[config.mk]
export PLATFORM = sky130hd
export DESIGN_NAME = openadc_fifo_top
export DESIGN_NICKNAME = d
export VERILOG_FILES = /design/src/design/adcfifo_pkg.sv /design/src/design/adcfifo_regs.sv /design/src/design/adc_sample_fifo.sv /design/src/design/adc_read_formatter.sv /design/src/design/openadc_fifo_top.sv
export VERILOG_INCLUDE_DIRS = /design/src /design/src/design
export SDC_FILE = /design/constraint.sdc
export NUM_CORES = 1
export LEC_CHECK = 0
export ABC_AREA = 1
export BUFFER_PORTS_ARGS = -buffer_cell sky130_fd_sc_hd__buf_2
export CAP_MARGIN = 20
export CORE_MARGIN = 5
export CORE_UTILIZATION = 43
export DETAILED_ROUTE_END_ITERATION = 8
export RECOVER_POWER = 50
export SLEW_MARGIN = 15
export SYNTH_ARGS = -nofsm -noshare
export SYNTH_HDL_FRONTEND = slang
export SYNTH_HIERARCHICAL = 1
export SYNTH_SLANG_ARGS = --single-unit
[constraint.sdc]
create_clock -name clk_usb -period 5.9 [get_ports clk_usb]
set_input_delay 1.77 -clock clk_usb [delete_from_list [all_inputs] [get_ports clk_usb]]
set_output_delay 1.77 -clock clk_usb [all_outputs]
set_load 0.05 [all_outputs]
[src/design/adcfifo_config.svh]
`ifndef ADCFIFO_CONFIG_SVH
`define ADCFIFO_CONFIG_SVH

// host register map, 8-bit addresses
`define ADCREAD_ADDR              8'h03  // sample byte stream
`define ADC_LOW_RES               8'h20  // bit0 low_res, bit1 lsb select
`define STREAM_SEGMENT_THRESHOLD  8'h21  // 17-bit, three byte lanes
`define FIFO_STAT                 8'h22  // rd {empty, errors}; wr bit0 clears errors
`define FIFO_FIRST_ERROR          8'h23  // frozen first error word
`define FIFO_FIRST_ERROR_STATE    8'h24  // fill level msbs at first error
`define FIFO_UNDERFLOW_COUNT      8'h25  // saturating
`define FIFO_NO_UNDERFLOW_ERROR   8'h26  // mask slow-mode underflow
`define CAPTURE_DONE              8'h27  // segment complete
`define FAST_FIFO_READ_MODE       8'h28  // self-clearing on other writes
`define DEBUG_FIFO_READS          8'h29  // 32-bit pop count
`define DEBUG_FIFO_READS_FREEZE   8'h2A  // pop count at first error

// sizes
`define ADC_FIFO_DEPTH            64     // words, power of two
`define BYTECNT_SIZE              7      // width of reg_bytecnt

// reset values
`define THRESHOLD_RESET           65536  // fits in 17 bits

`endif

[src/design/adcfifo_pkg.sv]
`default_nettype none

package adcfifo_pkg;

  // one full-resolution sample per word
  typedef struct packed {
    logic [5:0] pad;     // always zero
    logic [9:0] sample;  // raw adc code
  } adc_full_t;

  // two truncated samples per word
  typedef struct packed {
    logic [7:0] second;  // later sample, upper byte
    logic [7:0] first;   // earlier sample, lower byte
  } adc_pair_t;

  // fifo word, decoded by low_res
  typedef union packed {
    adc_full_t full;     // low_res = 0
    adc_pair_t pair;     // low_res = 1
  } adc_word_u;

endpackage

`default_nettype wire

[src/design/adcfifo_regs.sv]
`timescale 1ns/1ps
`default_nettype none
`include "adcfifo_config.svh"

module adcfifo_regs (
  input  wire                     clk_usb,
  input  wire                     reset,
  input  wire [7:0]               reg_address,                   // register select
  input  wire [`BYTECNT_SIZE-1:0] reg_bytecnt,                   // byte lane
  input  wire [7:0]               reg_datai,                     // write data
  output logic [7:0]              reg_datao,                     // zero outside reads
  input  wire                     reg_read,                      // level, held per byte
  input  wire                     reg_write,                     // acts at this edge
  input  wire [7:0]               read_byte,                     // from formatter
  input  wire                     fifo_empty,
  input  wire [8:0]               fifo_error_stat,
  input  wire [8:0]               fifo_first_error_stat,
  input  wire [2:0]               fifo_first_error_state,
  input  wire [7:0]               underflow_count,
  input  wire                     capture_done,
  input  wire [31:0]              fifo_read_count,
  input  wire [31:0]              fifo_read_count_error_freeze,
  output logic                    fifo_rd_en,                    // one-cycle advance
  output logic                    low_res,
  output logic                    low_res_lsb,
  output logic                    fast_fifo_read_mode,
  output logic [16:0]             stream_segment_threshold,
  output logic                    clear_fifo_errors,             // level, as written
  output logic                    no_underflow_errors
);

  logic        reg_read_r;   // read strobe, last cycle
  logic        read_rise;    // first cycle of a stream read
  logic        rd_en_slow;   // registered advance
  logic        lane_ok;      // bytecnt within 0..3
  logic [1:0]  lane;
  logic [31:0] rd_word;      // addressed register, zero-extended

  assign lane    = reg_bytecnt[1:0];
  assign lane_ok = (reg_bytecnt[`BYTECNT_SIZE-1:2] == '0);

  // register select for readback
  always_comb begin
    rd_word = '0;
    case (reg_address)
      `FIFO_STAT:                rd_word = {22'd0, fifo_empty, fifo_error_stat};
      `FIFO_FIRST_ERROR:         rd_word = {23'd0, fifo_first_error_stat};
      `FIFO_FIRST_ERROR_STATE:   rd_word = {29'd0, fifo_first_error_state};
      `DEBUG_FIFO_READS:         rd_word = fifo_read_count;
      `DEBUG_FIFO_READS_FREEZE:  rd_word = fifo_read_count_error_freeze;
      `STREAM_SEGMENT_THRESHOLD: rd_word = {15'd0, stream_segment_threshold};
      `ADC_LOW_RES:              rd_word = {30'd0, low_res_lsb, low_res};
      `FIFO_UNDERFLOW_COUNT:     rd_word = {24'd0, underflow_count};
      `FIFO_NO_UNDERFLOW_ERROR:  rd_word = {31'd0, no_underflow_errors};
      `CAPTURE_DONE:             rd_word = {31'd0, capture_done};
      `FAST_FIFO_READ_MODE:      rd_word = {31'd0, fast_fifo_read_mode};
      default:                   rd_word = '0;
    endcase
  end

  // byte out; stream reads ignore bytecnt
  always_comb begin
    if (!reg_read) begin
      reg_datao = 8'h00;
    end else if (reg_address == `ADCREAD_ADDR) begin
      reg_datao = read_byte;
    end else if (lane_ok) begin
      reg_datao = rd_word[lane*8 +: 8];
    end else begin
      reg_datao = 8'h00;
    end
  end

  // control registers
  always_ff @(posedge clk_usb) begin
    if (reset) begin
      low_res                  <= 1'b0;
      low_res_lsb              <= 1'b0;
      clear_fifo_errors        <= 1'b0;
      no_underflow_errors      <= 1'b0;
      stream_segment_threshold <= 17'(`THRESHOLD_RESET);
    end else if (reg_write) begin
      case (reg_address)
        `ADC_LOW_RES: begin
          low_res     <= reg_datai[0];
          low_res_lsb <= reg_datai[1];                           // 1 = bits 7..0
        end
        `STREAM_SEGMENT_THRESHOLD: begin
          case (reg_bytecnt)
            'd0:     stream_segment_threshold[7:0]  <= reg_datai;
            'd1:     stream_segment_threshold[15:8] <= reg_datai;
            'd2:     stream_segment_threshold[16]   <= reg_datai[0];
            default: ;                                           // no such lane
          endcase
        end
        `FIFO_STAT:               clear_fifo_errors   <= reg_datai[0];
        `FIFO_NO_UNDERFLOW_ERROR: no_underflow_errors <= reg_datai[0];
        default: ;
      endcase
    end
  end

  // fast mode drops out on any other register write
  always_ff @(posedge clk_usb) begin
    if (reset) begin
      fast_fifo_read_mode <= 1'b0;
    end else if (reg_write) begin
      if (reg_address == `FAST_FIFO_READ_MODE) begin
        fast_fifo_read_mode <= reg_datai[0];
      end else begin
        fast_fifo_read_mode <= 1'b0;
      end
    end
  end

  assign read_rise = reg_read && !reg_read_r && (reg_address == `ADCREAD_ADDR);

  always_ff @(posedge clk_usb) begin
    if (reset) begin
      reg_read_r <= 1'b0;
      rd_en_slow <= 1'b0;
    end else begin
      reg_read_r <= reg_read;
      rd_en_slow <= read_rise && !fast_fifo_read_mode;           // slow path, one late
    end
  end

  // fast mode advances in the read cycle itself
  assign fifo_rd_en = fast_fifo_read_mode ? read_rise : rd_en_slow;

  // every stream read edge gets its advance, also across a mode change
  a_rd_en_per_read: assert property (@(posedge clk_usb) disable iff (reset)
    read_rise && !fifo_rd_en |=> fifo_rd_en)
    else $error("stream read edge produced no fifo advance");

endmodule

`default_nettype wire

[src/design/adc_sample_fifo.sv]
`timescale 1ns/1ps
`default_nettype none
`include "adcfifo_config.svh"

module adc_sample_fifo
  import adcfifo_pkg::*;
(
  input  wire         clk_usb,
  input  wire         reset,
  input  wire  [9:0]  adc_sample,
  input  wire         sample_valid,
  input  wire         low_res,
  input  wire         low_res_lsb,
  input  wire         fast_fifo_read_mode,
  input  wire         no_underflow_errors,
  input  wire  [16:0] stream_segment_threshold,
  input  wire         clear_fifo_errors,                 // also rearms capture
  input  wire         fifo_pop,
  output adc_word_u   fifo_word,                         // show-ahead head
  output logic        fifo_empty,
  output logic [8:0]  fifo_error_stat,                   // bit0 overflow, bit1 underflow
  output logic [8:0]  fifo_first_error_stat,
  output logic [2:0]  fifo_first_error_state,
  output logic [7:0]  underflow_count,
  output logic        capture_done,
  output logic [31:0] fifo_read_count,
  output logic [31:0] fifo_read_count_error_freeze
);

  localparam int DEPTH = `ADC_FIFO_DEPTH;
  localparam int AW    = $clog2(DEPTH);

  adc_word_u     mem [DEPTH];
  logic [AW-1:0] wr_ptr;
  logic [AW-1:0] rd_ptr;
  logic [AW:0]   fill;                                   // 0..DEPTH
  logic          fifo_full;
  logic [16:0]   sample_count;                           // accepted samples
  logic          half_full;                              // first byte of a pair held
  logic [7:0]    half_byte;
  logic [7:0]    lr_byte;                                // truncated sample
  logic          take;
  logic          word_done;
  logic          push;
  logic          pop_ok;
  logic          overflow_hit;
  logic          underflow_hit;
  logic [1:0]    err_flags;
  logic [1:0]    err_next;
  adc_word_u     in_word;

  assign lr_byte   = low_res_lsb ? adc_sample[7:0] : adc_sample[9:2];
  assign take      = sample_valid && !capture_done;      // ignored once segment ends
  assign word_done = take && (!low_res || half_full);
  assign fifo_full = (fill == (AW+1)'(DEPTH));
  assign fifo_empty = (fill == '0);
  assign push      = word_done && !fifo_full;
  assign pop_ok    = fifo_pop && !fifo_empty;
  assign overflow_hit  = word_done && fifo_full;         // sample dropped
  assign underflow_hit = fifo_pop && fifo_empty && (fast_fifo_read_mode || !no_underflow_errors);

  always_comb begin
    if (low_res) begin
      in_word.pair.first  = half_byte;
      in_word.pair.second = lr_byte;
    end else begin
      in_word.full.pad    = '0;
      in_word.full.sample = adc_sample;
    end
  end

  // segment length and pair packing
  always_ff @(posedge clk_usb) begin
    if (reset || clear_fifo_errors) begin
      sample_count <= '0;
      capture_done <= 1'b0;
      half_full    <= 1'b0;
    end else if (take) begin
      sample_count <= sample_count + 17'd1;
      if (sample_count + 17'd1 >= stream_segment_threshold) capture_done <= 1'b1;
      if (low_res) half_full <= !half_full;
    end
  end

  always_ff @(posedge clk_usb) begin
    if (take && low_res && !half_full) half_byte <= lr_byte;
  end

  always_ff @(posedge clk_usb) begin
    if (push) mem[wr_ptr] <= in_word;
  end

  always_ff @(posedge clk_usb) begin
    if (reset) begin
      wr_ptr <= '0;
      rd_ptr <= '0;
      fill   <= '0;
    end else begin
      if (push) wr_ptr <= wr_ptr + 1'b1;
      if (pop_ok) rd_ptr <= rd_ptr + 1'b1;
      fill <= fill + (AW+1)'(push) - (AW+1)'(pop_ok);
    end
  end

  assign fifo_word = mem[rd_ptr];

  // sticky errors, first one frozen with fill msbs and pop count
  assign err_next = err_flags | {underflow_hit, overflow_hit};

  always_ff @(posedge clk_usb) begin
    if (reset || clear_fifo_errors) begin
      err_flags                    <= '0;
      fifo_first_error_stat        <= '0;
      fifo_first_error_state       <= '0;
      fifo_read_count_error_freeze <= '0;
    end else begin
      err_flags <= err_next;
      if (fifo_first_error_stat == 9'd0 && err_next != 2'b00) begin
        fifo_first_error_stat        <= {7'd0, err_next};
        fifo_first_error_state       <= fill[AW -: 3];
        fifo_read_count_error_freeze <= fifo_read_count;
      end
    end
  end

  assign fifo_error_stat = {7'd0, err_flags};

  always_ff @(posedge clk_usb) begin
    if (reset) begin
      underflow_count <= '0;
      fifo_read_count <= '0;
    end else begin
      if (underflow_hit && underflow_count != 8'hFF) underflow_count <= underflow_count + 8'd1;
      if (fifo_pop) fifo_read_count <= fifo_read_count + 32'd1;   // every pop request
    end
  end

  a_fill_bound: assert property (@(posedge clk_usb) disable iff (reset)
    fill <= (AW+1)'(DEPTH))
    else $error("fifo fill level above depth");

endmodule

`default_nettype wire

[src/design/adc_read_formatter.sv]
`timescale 1ns/1ps
`default_nettype none

module adc_read_formatter
  import adcfifo_pkg::*;
(
  input  wire            clk_usb,
  input  wire            reset,
  input  wire adc_word_u fifo_word,      // head of fifo
  input  wire            low_res,        // selects word view
  input  wire            fifo_rd_en,     // host advance
  output logic [7:0]     read_byte,
  output logic           fifo_pop        // with second advance
);

  logic       phase;                     // 0 lower byte, 1 upper byte
  logic [7:0] lo_byte;
  logic [7:0] hi_byte;

  // decode the head word per mode
  always_comb begin
    lo_byte = fifo_word.pair.first;                          // earlier sample or bits 7..0
    if (low_res) begin
      hi_byte = fifo_word.pair.second;
    end else begin
      hi_byte = {6'd0, fifo_word.full.sample[9:8]};          // top two bits only
    end
  end

  assign read_byte = phase ? hi_byte : lo_byte;

  // head moves at the same edge the phase wraps
  assign fifo_pop = fifo_rd_en && phase;

  // mode changes only happen with the fifo drained, phase kept
  always_ff @(posedge clk_usb) begin
    if (reset) begin
      phase <= 1'b0;
    end else if (fifo_rd_en) begin
      phase <= !phase;
    end
  end

endmodule

`default_nettype wire

[src/design/openadc_fifo_top.sv]
`timescale 1ns/1ps
`default_nettype none
`include "adcfifo_config.svh"

module openadc_fifo_top
  import adcfifo_pkg::*;
(
  input  wire                     clk_usb,
  input  wire                     reset,
  input  wire [7:0]               reg_address,
  input  wire [`BYTECNT_SIZE-1:0] reg_bytecnt,
  input  wire [7:0]               reg_datai,
  output wire [7:0]               reg_datao,
  input  wire                     reg_read,
  input  wire                     reg_write,
  input  wire [9:0]               adc_sample,    // already on clk_usb
  input  wire                     sample_valid
);

  wire            fifo_rd_en;
  wire            fifo_pop;
  wire [7:0]      read_byte;
  wire adc_word_u fifo_word;
  wire            fifo_empty;
  wire            low_res;
  wire            low_res_lsb;
  wire            fast_fifo_read_mode;
  wire [16:0]     stream_segment_threshold;
  wire            clear_fifo_errors;
  wire            no_underflow_errors;
  wire [8:0]      fifo_error_stat;
  wire [8:0]      fifo_first_error_stat;
  wire [2:0]      fifo_first_error_state;
  wire [7:0]      underflow_count;
  wire            capture_done;
  wire [31:0]     fifo_read_count;
  wire [31:0]     fifo_read_count_error_freeze;

  // host registers
  adcfifo_regs regs_i (
    .clk_usb, .reset, .reg_address, .reg_bytecnt, .reg_datai, .reg_datao,
    .reg_read, .reg_write, .read_byte, .fifo_empty, .fifo_error_stat,
    .fifo_first_error_stat, .fifo_first_error_state, .underflow_count,
    .capture_done, .fifo_read_count, .fifo_read_count_error_freeze,
    .fifo_rd_en, .low_res, .low_res_lsb, .fast_fifo_read_mode,
    .stream_segment_threshold, .clear_fifo_errors, .no_underflow_errors
  );

  // sample storage
  adc_sample_fifo fifo_i (
    .clk_usb, .reset, .adc_sample, .sample_valid, .low_res, .low_res_lsb,
    .fast_fifo_read_mode, .no_underflow_errors, .stream_segment_threshold,
    .clear_fifo_errors, .fifo_pop, .fifo_word, .fifo_empty, .fifo_error_stat,
    .fifo_first_error_stat, .fifo_first_error_state, .underflow_count,
    .capture_done, .fifo_read_count, .fifo_read_count_error_freeze
  );

  // word to byte stream
  adc_read_formatter fmt_i (
    .clk_usb, .reset, .fifo_word, .low_res, .fifo_rd_en, .read_byte, .fifo_pop
  );

endmodule

`default_nettype wire

==> impl_metrics.env, run 1 <==
export IMPL_status="complete, but fails checks"
export IMPL_failed_checks="max-capacitance violations, max-slew violations"
export IMPL_post_cts_buffers=0
export IMPL_critPathTopFamily="simple AND/OR/NAND/NOR gates"
export IMPL_crit_path_max_incr_delay_ps=390
export IMPL_drt_wl_total_um=143000
export IMPL_seq_area_frac_synth=0.665
export IMPL_wl_per_cell_um=21.7
export IMPL_crit_required_ps=4130
export IMPL_placementRows=126
export IMPL_worst_slew_pin_slew_ps=4310
export IMPL_syn_inst=4916
export IMPL_whs_ps=465
export IMPL_crit_path_end_kind="primary output"
export IMPL_min_path_cells=2
export IMPL_insertion_delay_ps=730
export IMPL_clk_pin_slew_ps=60
export IMPL_rsz0062_at_grt="no"
export IMPL_async_reset_ff_frac=0
export IMPL_total_power_mw=17.3
export IMPL_maxCapViolCount=22
export IMPL_grt_max_degree=147
export IMPL_nFillCells=10600
export IMPL_area_growth_pct=11.3
export IMPL_grt_pass1_wl_um=214000
export IMPL_cts_tree="yes"
export IMPL_postRouteAntennaNets=0
export IMPL_antenna_found_initial=5
export IMPL_finalCritPeriodShare=0.943
export IMPL_tns_ps=0
export IMPL_htreeDepth=3
export IMPL_cts_hold_fix_buffers=0
export IMPL_dp_hpwl_um=86200
export IMPL_grt_overflow=0
export IMPL_period_needed_ps=5560
export IMPL_slew_headroom=-1.90
export IMPL_path_depth=11
export IMPL_dr_pass1_iters=6
export IMPL_power_leakage_nw=21.0
export IMPL_numCtsBuffers=120
export IMPL_synth_area_sq_um=51100
export IMPL_drt_iter0_markers=4167
export IMPL_r2r_cells=3
export IMPL_grt_usage=0.222
export IMPL_critPathArrivalTime_ps=3790
export IMPL_viasPerCell=5.40
export IMPL_finalHoldViolCount=0
export IMPL_clockRootBuffer="clkbuf_16"
export IMPL_synth_main_ff_cell="edfxtp_1"
export IMPL_clockBufferDepth=3
export IMPL_fin_worst_skew_ps=55.4
export IMPL_drive_gt1_frac=0.0920
export IMPL_critPathKind="primary input to primary output"
export IMPL_fin_util=0.482
export IMPL_via_count=35600
export IMPL_die_area_sq_um=126000
export IMPL_ir_worst_vdd_uv=243
export IMPL_critPathBufInv=3
export IMPL_synth_cell_types=48
export IMPL_crit_path_top_delay_cell="nand2_1"
export IMPL_maxSlewViolCount=843
export IMPL_cts_resized_gates=0
export IMPL_grt_pass1_vias=33300
export IMPL_powerDensity_nw_per_um2=305
export IMPL_setup_violations=0
export IMPL_die_w_um=355
export IMPL_setup_worst_path_start_class="primary input"
export IMPL_crit_path_max_fanout=15
export IMPL_synth_yosys_warnings=6
export IMPL_die_h_um=355
export IMPL_core_sq_um=118000
export IMPL_cpMostUsedCell="nand2_1"
export IMPL_worst_hold_path_type="register to register"
export IMPL_synth_edf_count=1032
export IMPL_cts_sinks=1180
export IMPL_ys_seq_elements=1180
export IMPL_io_pins=46
export IMPL_start_util=0.433
export IMPL_gp_congestion=0.897
export IMPL_nets=5033
export IMPL_port_buffers=45
export IMPL_fmax_mhz=180
export IMPL_crit_chain="buf_2 -> inv_1 -> nand2_1 -> nor2_4 -> nand2_1 -> o21ai_0 -> a21oi_1 -> a21oi_1 -> nand3_1 -> nand2_1 -> buf_2"
export IMPL_avgSynthCellArea_sq_um=10.4
export IMPL_drc=0
[cell type report]
cell class | instances | area (sq um) | share of cell area
tap | 1536 | 1920 | 0.0338
multi-input combinational | 3266 | 14800 | 0.261
inverter | 203 | 792 | 0.0139
timing repair buffer | 192 | 1450 | 0.0256
antenna | 4 | 10.0 | 0.000176
sequential | 1180 | 34000 | 0.598
clock buffer | 160 | 3250 | 0.0572
clock inverter | 64 | 568 | 0.0100
[cell usage in the layout (no fill, tap or decap), types with 17 or more instances in the layout]
cell | synthesis | routed
inv_1 | 184 | 185
a21oi_1 | 98 | 94
buf_2 | 136 | 37
buf_4 | 66 | 103
a21oi_2 | 30 | 30
nand3_1 | 982 | 982
nand2_2 | 46 | 44
edfxtp_1 | 1032 | 1032
buf_12 | 3 | 17
clkinv_1 | 0 | 27
nand4_1 | 26 | 26
xor2_1 | 18 | 18
ha_1 | 31 | 31
clkbuf_16 | 0 | 123
clkinv_2 | 1 | 20
o21ai_0 | 70 | 72
nand2_1 | 1656 | 1658
clkbuf_1 | 47 | 65
nor3_1 | 31 | 32
nor2_1 | 183 | 184
dfxtp_1 | 148 | 144
[state kept, by name (all words and copies together) (netlist names), 2 cells and up, named ones only]
signal                               cells
fifo_i/mem                            1024
fifo_i/fifo_read_count                  32
fifo_i/fifo_read_count_error_freeze     32
fifo_i/sample_count                     17
regs_i/stream_segment_threshold         17
fifo_i/half_byte                         8
fifo_i/underflow_count                   8
fifo_i/fill                              7
fifo_i/rd_ptr                            6
fifo_i/wr_ptr                            6
fifo_i/fifo_first_error_state            3
fifo_i/err_flags                         2
fifo_i/fifo_first_error_stat             2
[logic make-up (layout without fill, tap and decap cells)]
logic type               count (synthesis)  count (layout)  synth area share
AO/OA/AOI/OAI                          222             222            0.0248
AND/OR/NAND/NOR                       2978            2978             0.253
other                                    1              18         0.0000734
buffers and inverters                  483             619            0.0458
XOR/XNOR                                20              20           0.00343
adder cells (fa/ha/maj)                 32              32           0.00799
flip-flops                            1180            1180             0.665
[worst min-delay path, cell delays in order, from the launching register on]
cell and delay (ps):
dfxtp_1 320, nand2_2 70, a21oi_2 40
[path summary, 6_finish.rpt]
kind / from / end / slack [ps]
worst max-delay path: reg_address[4] / reg_datao[7] / 340
worst min-delay path: fifo_i/fifo_read_count_error_freeze[3] / fifo_i/fifo_read_count_error_freeze[3] / 470
worst max register to register: regs_i/low_res / fifo_i/mem[28][2] / 1120
worst min register to register: fifo_i/fifo_read_count_error_freeze[3] / fifo_i/fifo_read_count_error_freeze[3] / 470
[where the power goes]
part	switching, mW	total (mW)	leakage (nW)	internal, mW
clock	3.23	7.40	1.86	4.17
sequential	0.0487	9.17	11.1	9.12
combinational	0.559	0.755	8.06	0.197
total	3.83	17.3	21.0	13.5
[synth_stat cells, types with 3 or more instances]
cell type  instances  area share
nand2_1         1656        0.12
edfxtp_1        1032        0.61
nand3_1          982       0.096
inv_1            184       0.014
nor2_1           183       0.013
dfxtp_1          148       0.058
buf_2            136       0.013
a21oi_1           98      0.0096
o21ai_0           70      0.0069
buf_4             66      0.0097
clkbuf_1          47      0.0035
nand2_2           46      0.0056
ha_1              31      0.0076
nor3_1            31      0.0030
a21oi_2           30      0.0051
nand4_1           26      0.0032
buf_1             20      0.0015
xor2_1            18      0.0031
inv_2             16      0.0012
nor2_2            15      0.0018
o21ai_1           15      0.0015
nand4_2            9      0.0022
buf_6              7      0.0015
and3_1             5     0.00061
nand3_2            4     0.00078
nor2_4             4     0.00088
nor3_2             4     0.00078
buf_12             3      0.0012
nand2_4            3     0.00066
nand3b_1           3     0.00044
o21bai_1           3     0.00044
[through the flow]
step	worst slack [ps]	area (sq um)	std cells
final	336	56800	6605
after global routing	183	56800	6604
after CTS	405	57000	6600
after detailed placement	392	53200	6376
after global placement	428	53100	6373
after floorplan	871	51100	4929
[layer usage]
layer	vias to the layer above	GRT usage	routed length (um)
li1	17000	-	-
met1	17200	0.326	63300
met2	1249	0.343	64700
met3	196	0.0340	11100
met4	0	0.0664	4030
met5	-	0	0
Note: power is estimated with default switching activity, not from simulation.
==> run 2: changes to the inputs <==
Settings changed: BUFFER_PORTS_ARGS -buffer_cell sky130_fd_sc_hd__buf_2 to -buffer_cell sky130_fd_sc_hd__buf_4.
==> run 2 against run 1 <==
The flow still finishes with violations (max-capacitance violations, max-slew violations). Clock skew decreased by 14 ps. First-iteration DRC count shrank 15%. Combinational power about the same. Flip-flop and latch count is the same. Sequential share of layout area grew 0.16 points. Final cell count down 0.14%. Register-to-register slack lost 230 ps. Fmax fell by 0.96%. Critical endpoint unchanged. Largest cell class unchanged.
==> impl_metrics.env, run 2 (synthesis gave the netlist of run 1 again) <==
export IMPL_status="complete, but fails checks"
export IMPL_failed_checks="max-capacitance violations, max-slew violations"
export IMPL_worst_hold_path_type="register to register"
export IMPL_drt_wl_total_um=142000
export IMPL_wl_met2_um=64700
export IMPL_ir_worst_vdd_uv=235
export IMPL_antenna_found_initial=2
export IMPL_wl_met3_um=10400
export IMPL_drive_gt1_frac=0.0882
export IMPL_wl_met1_um=62500
export IMPL_power_leakage_nw=20.9
export IMPL_grt_overflow=0
export IMPL_dr_pass1_iters=5
export IMPL_nets=5026
export IMPL_period_needed_ps=5620
export IMPL_viasPerCell=5.40
export IMPL_largest_reg_flops=1024
export IMPL_grt_usage=0.220
export IMPL_fmax_mhz=178
export IMPL_die_w_um=355
export IMPL_tns_ps=0
export IMPL_dp_hpwl_um=81600
export IMPL_total_power_mw=17.0
export IMPL_cts_sinks=1180
export IMPL_crit_required_ps=4130
export IMPL_powerDensity_nw_per_um2=301
export IMPL_grt_pass1_vias=33600
export IMPL_core_sq_um=118000
export IMPL_critPathArrivalTime_ps=3850
export IMPL_io_pins=46
export IMPL_port_buffers=45
export IMPL_grt_max_degree=178
export IMPL_cts_tree="yes"
export IMPL_regMostFlops="fifo_i/mem"
export IMPL_crit_path_max_fanout=148
export IMPL_area_growth_pct=10.9
export IMPL_drc=0
export IMPL_postRouteAntennaNets=0
export IMPL_rsz0062_at_grt="no"
export IMPL_htreeDepth=3
export IMPL_insertion_delay_ps=710
export IMPL_via_count=35600
export IMPL_critPathKind="register to primary output"
export IMPL_setup_violations=0
export IMPL_placementRows=126
export IMPL_top_layer="met4"
export IMPL_gp_congestion=0.910
export IMPL_slew_headroom=-1.92
export IMPL_finalHoldViolCount=0
export IMPL_grt_pass1_wl_um=213000
export IMPL_worst_slew_pin_slew_ps=4330
export IMPL_finalCritPeriodShare=0.952
export IMPL_wl_per_cell_um=21.5
export IMPL_fin_worst_skew_ps=41.8
export IMPL_drt_iter0_markers=3530
export IMPL_final_cell_mix="1656 x nand2_1, 1032 x edfxtp_1, 982 x nand3_1"
export IMPL_crit_path_end_kind="primary output"
export IMPL_maxSlewViolCount=851
export IMPL_setup_worst_path_start_class="register"
export IMPL_clk_pin_slew_ps=60
export IMPL_die_area_sq_um=126000
export IMPL_numCtsBuffers=121
export IMPL_die_h_um=355
export IMPL_cts_hold_fix_buffers=0
export IMPL_maxCapViolCount=20
export IMPL_start_util=0.433
export IMPL_clockBufferDepth=3
export IMPL_clockRootBuffer="clkbuf_16"
export IMPL_final_common_cell="nand2_1"
export IMPL_largestRegisters="fifo_i/mem: 1024 flops, fifo_i/fifo_read_count: 32 flops, fifo_i/fifo_read_count_error_freeze: 32 flops"
-- run 2: cell type report --
cell class                      count  area [sq um]
Fill cell                       10800         61300
Inverter                          203           803
Antenna cell                        3          7.51
Timing Repair inverter              1          11.3
Timing Repair Buffer              183          1450
Multi-Input combinational cell   3266         14800
Clock buffer                      162          3280
Sequential cell                  1180         34000
Clock inverter                     62           379
Tap cell                         1536          1920
-- run 2: routing by layer --
layer	vias up	GRT usage
li1	16900	-
met1	17400	0.314
met2	1167	0.345
met3	208	0.0381
met4	0	0.0719
met5	-	0
-- run 2: timing repair --
action                     4_1_cts  5_1_grt
resized for setup                0        4
buffers inserted                 0        1
setup endpoints to repair        0        2
-- run 2: critical path, cell delays in order (launching register included) --
cell and delay [ps]:
dfxtp_4 650, buf_16 510, nand2_1 100, nand3_1 110, nand3_1 200, nand2_1 140, nand2_1 70, nand3_1 240
nand3_1 190, nand2_1 100, nand2_1 60, nand2_1 240, nand2_1 100, nand2_1 90, buf_4 190
-- run 2: through the flow --
step	instance area (sq um)	hold WS, ps	setup WS (ps)	instances	util
floorplan	51100	437	871	4929	-
global placement	53100	456	435	6364	0.451
detailed placement	53100	453	380	6365	0.451
CTS	56800	462	170	6589	0.482
global route	56600	482	62.0	6594	0.480
finish	56600	461	282	6596	0.480
-- run 2: final timing paths --
check                                                from                                      end  slack [ps]  cells past startpoint
setup / recovery                                 register                             reg_datao[7]         280                     14
hold / removal    fifo_i/fifo_read_count_error_freeze[14]  fifo_i/fifo_read_count_error_freeze[14]         460                      2
setup reg to reg                           regs_i/low_res                       fifo_i/mem[27][12]         890                      4
hold reg to reg   fifo_i/fifo_read_count_error_freeze[14]  fifo_i/fifo_read_count_error_freeze[14]         460                      2
-- run 2: where the power goes --
group | total [mW] | leakage [nW] | switching, mW | internal (mW)
Clock | 7.12 | 1.78 | 3.16 | 3.96
Combinational | 0.757 | 8.03 | 0.552 | 0.205
Sequential | 9.17 | 11.1 | 0.0482 | 9.12
Total | 17.0 | 20.9 | 3.76 | 13.3
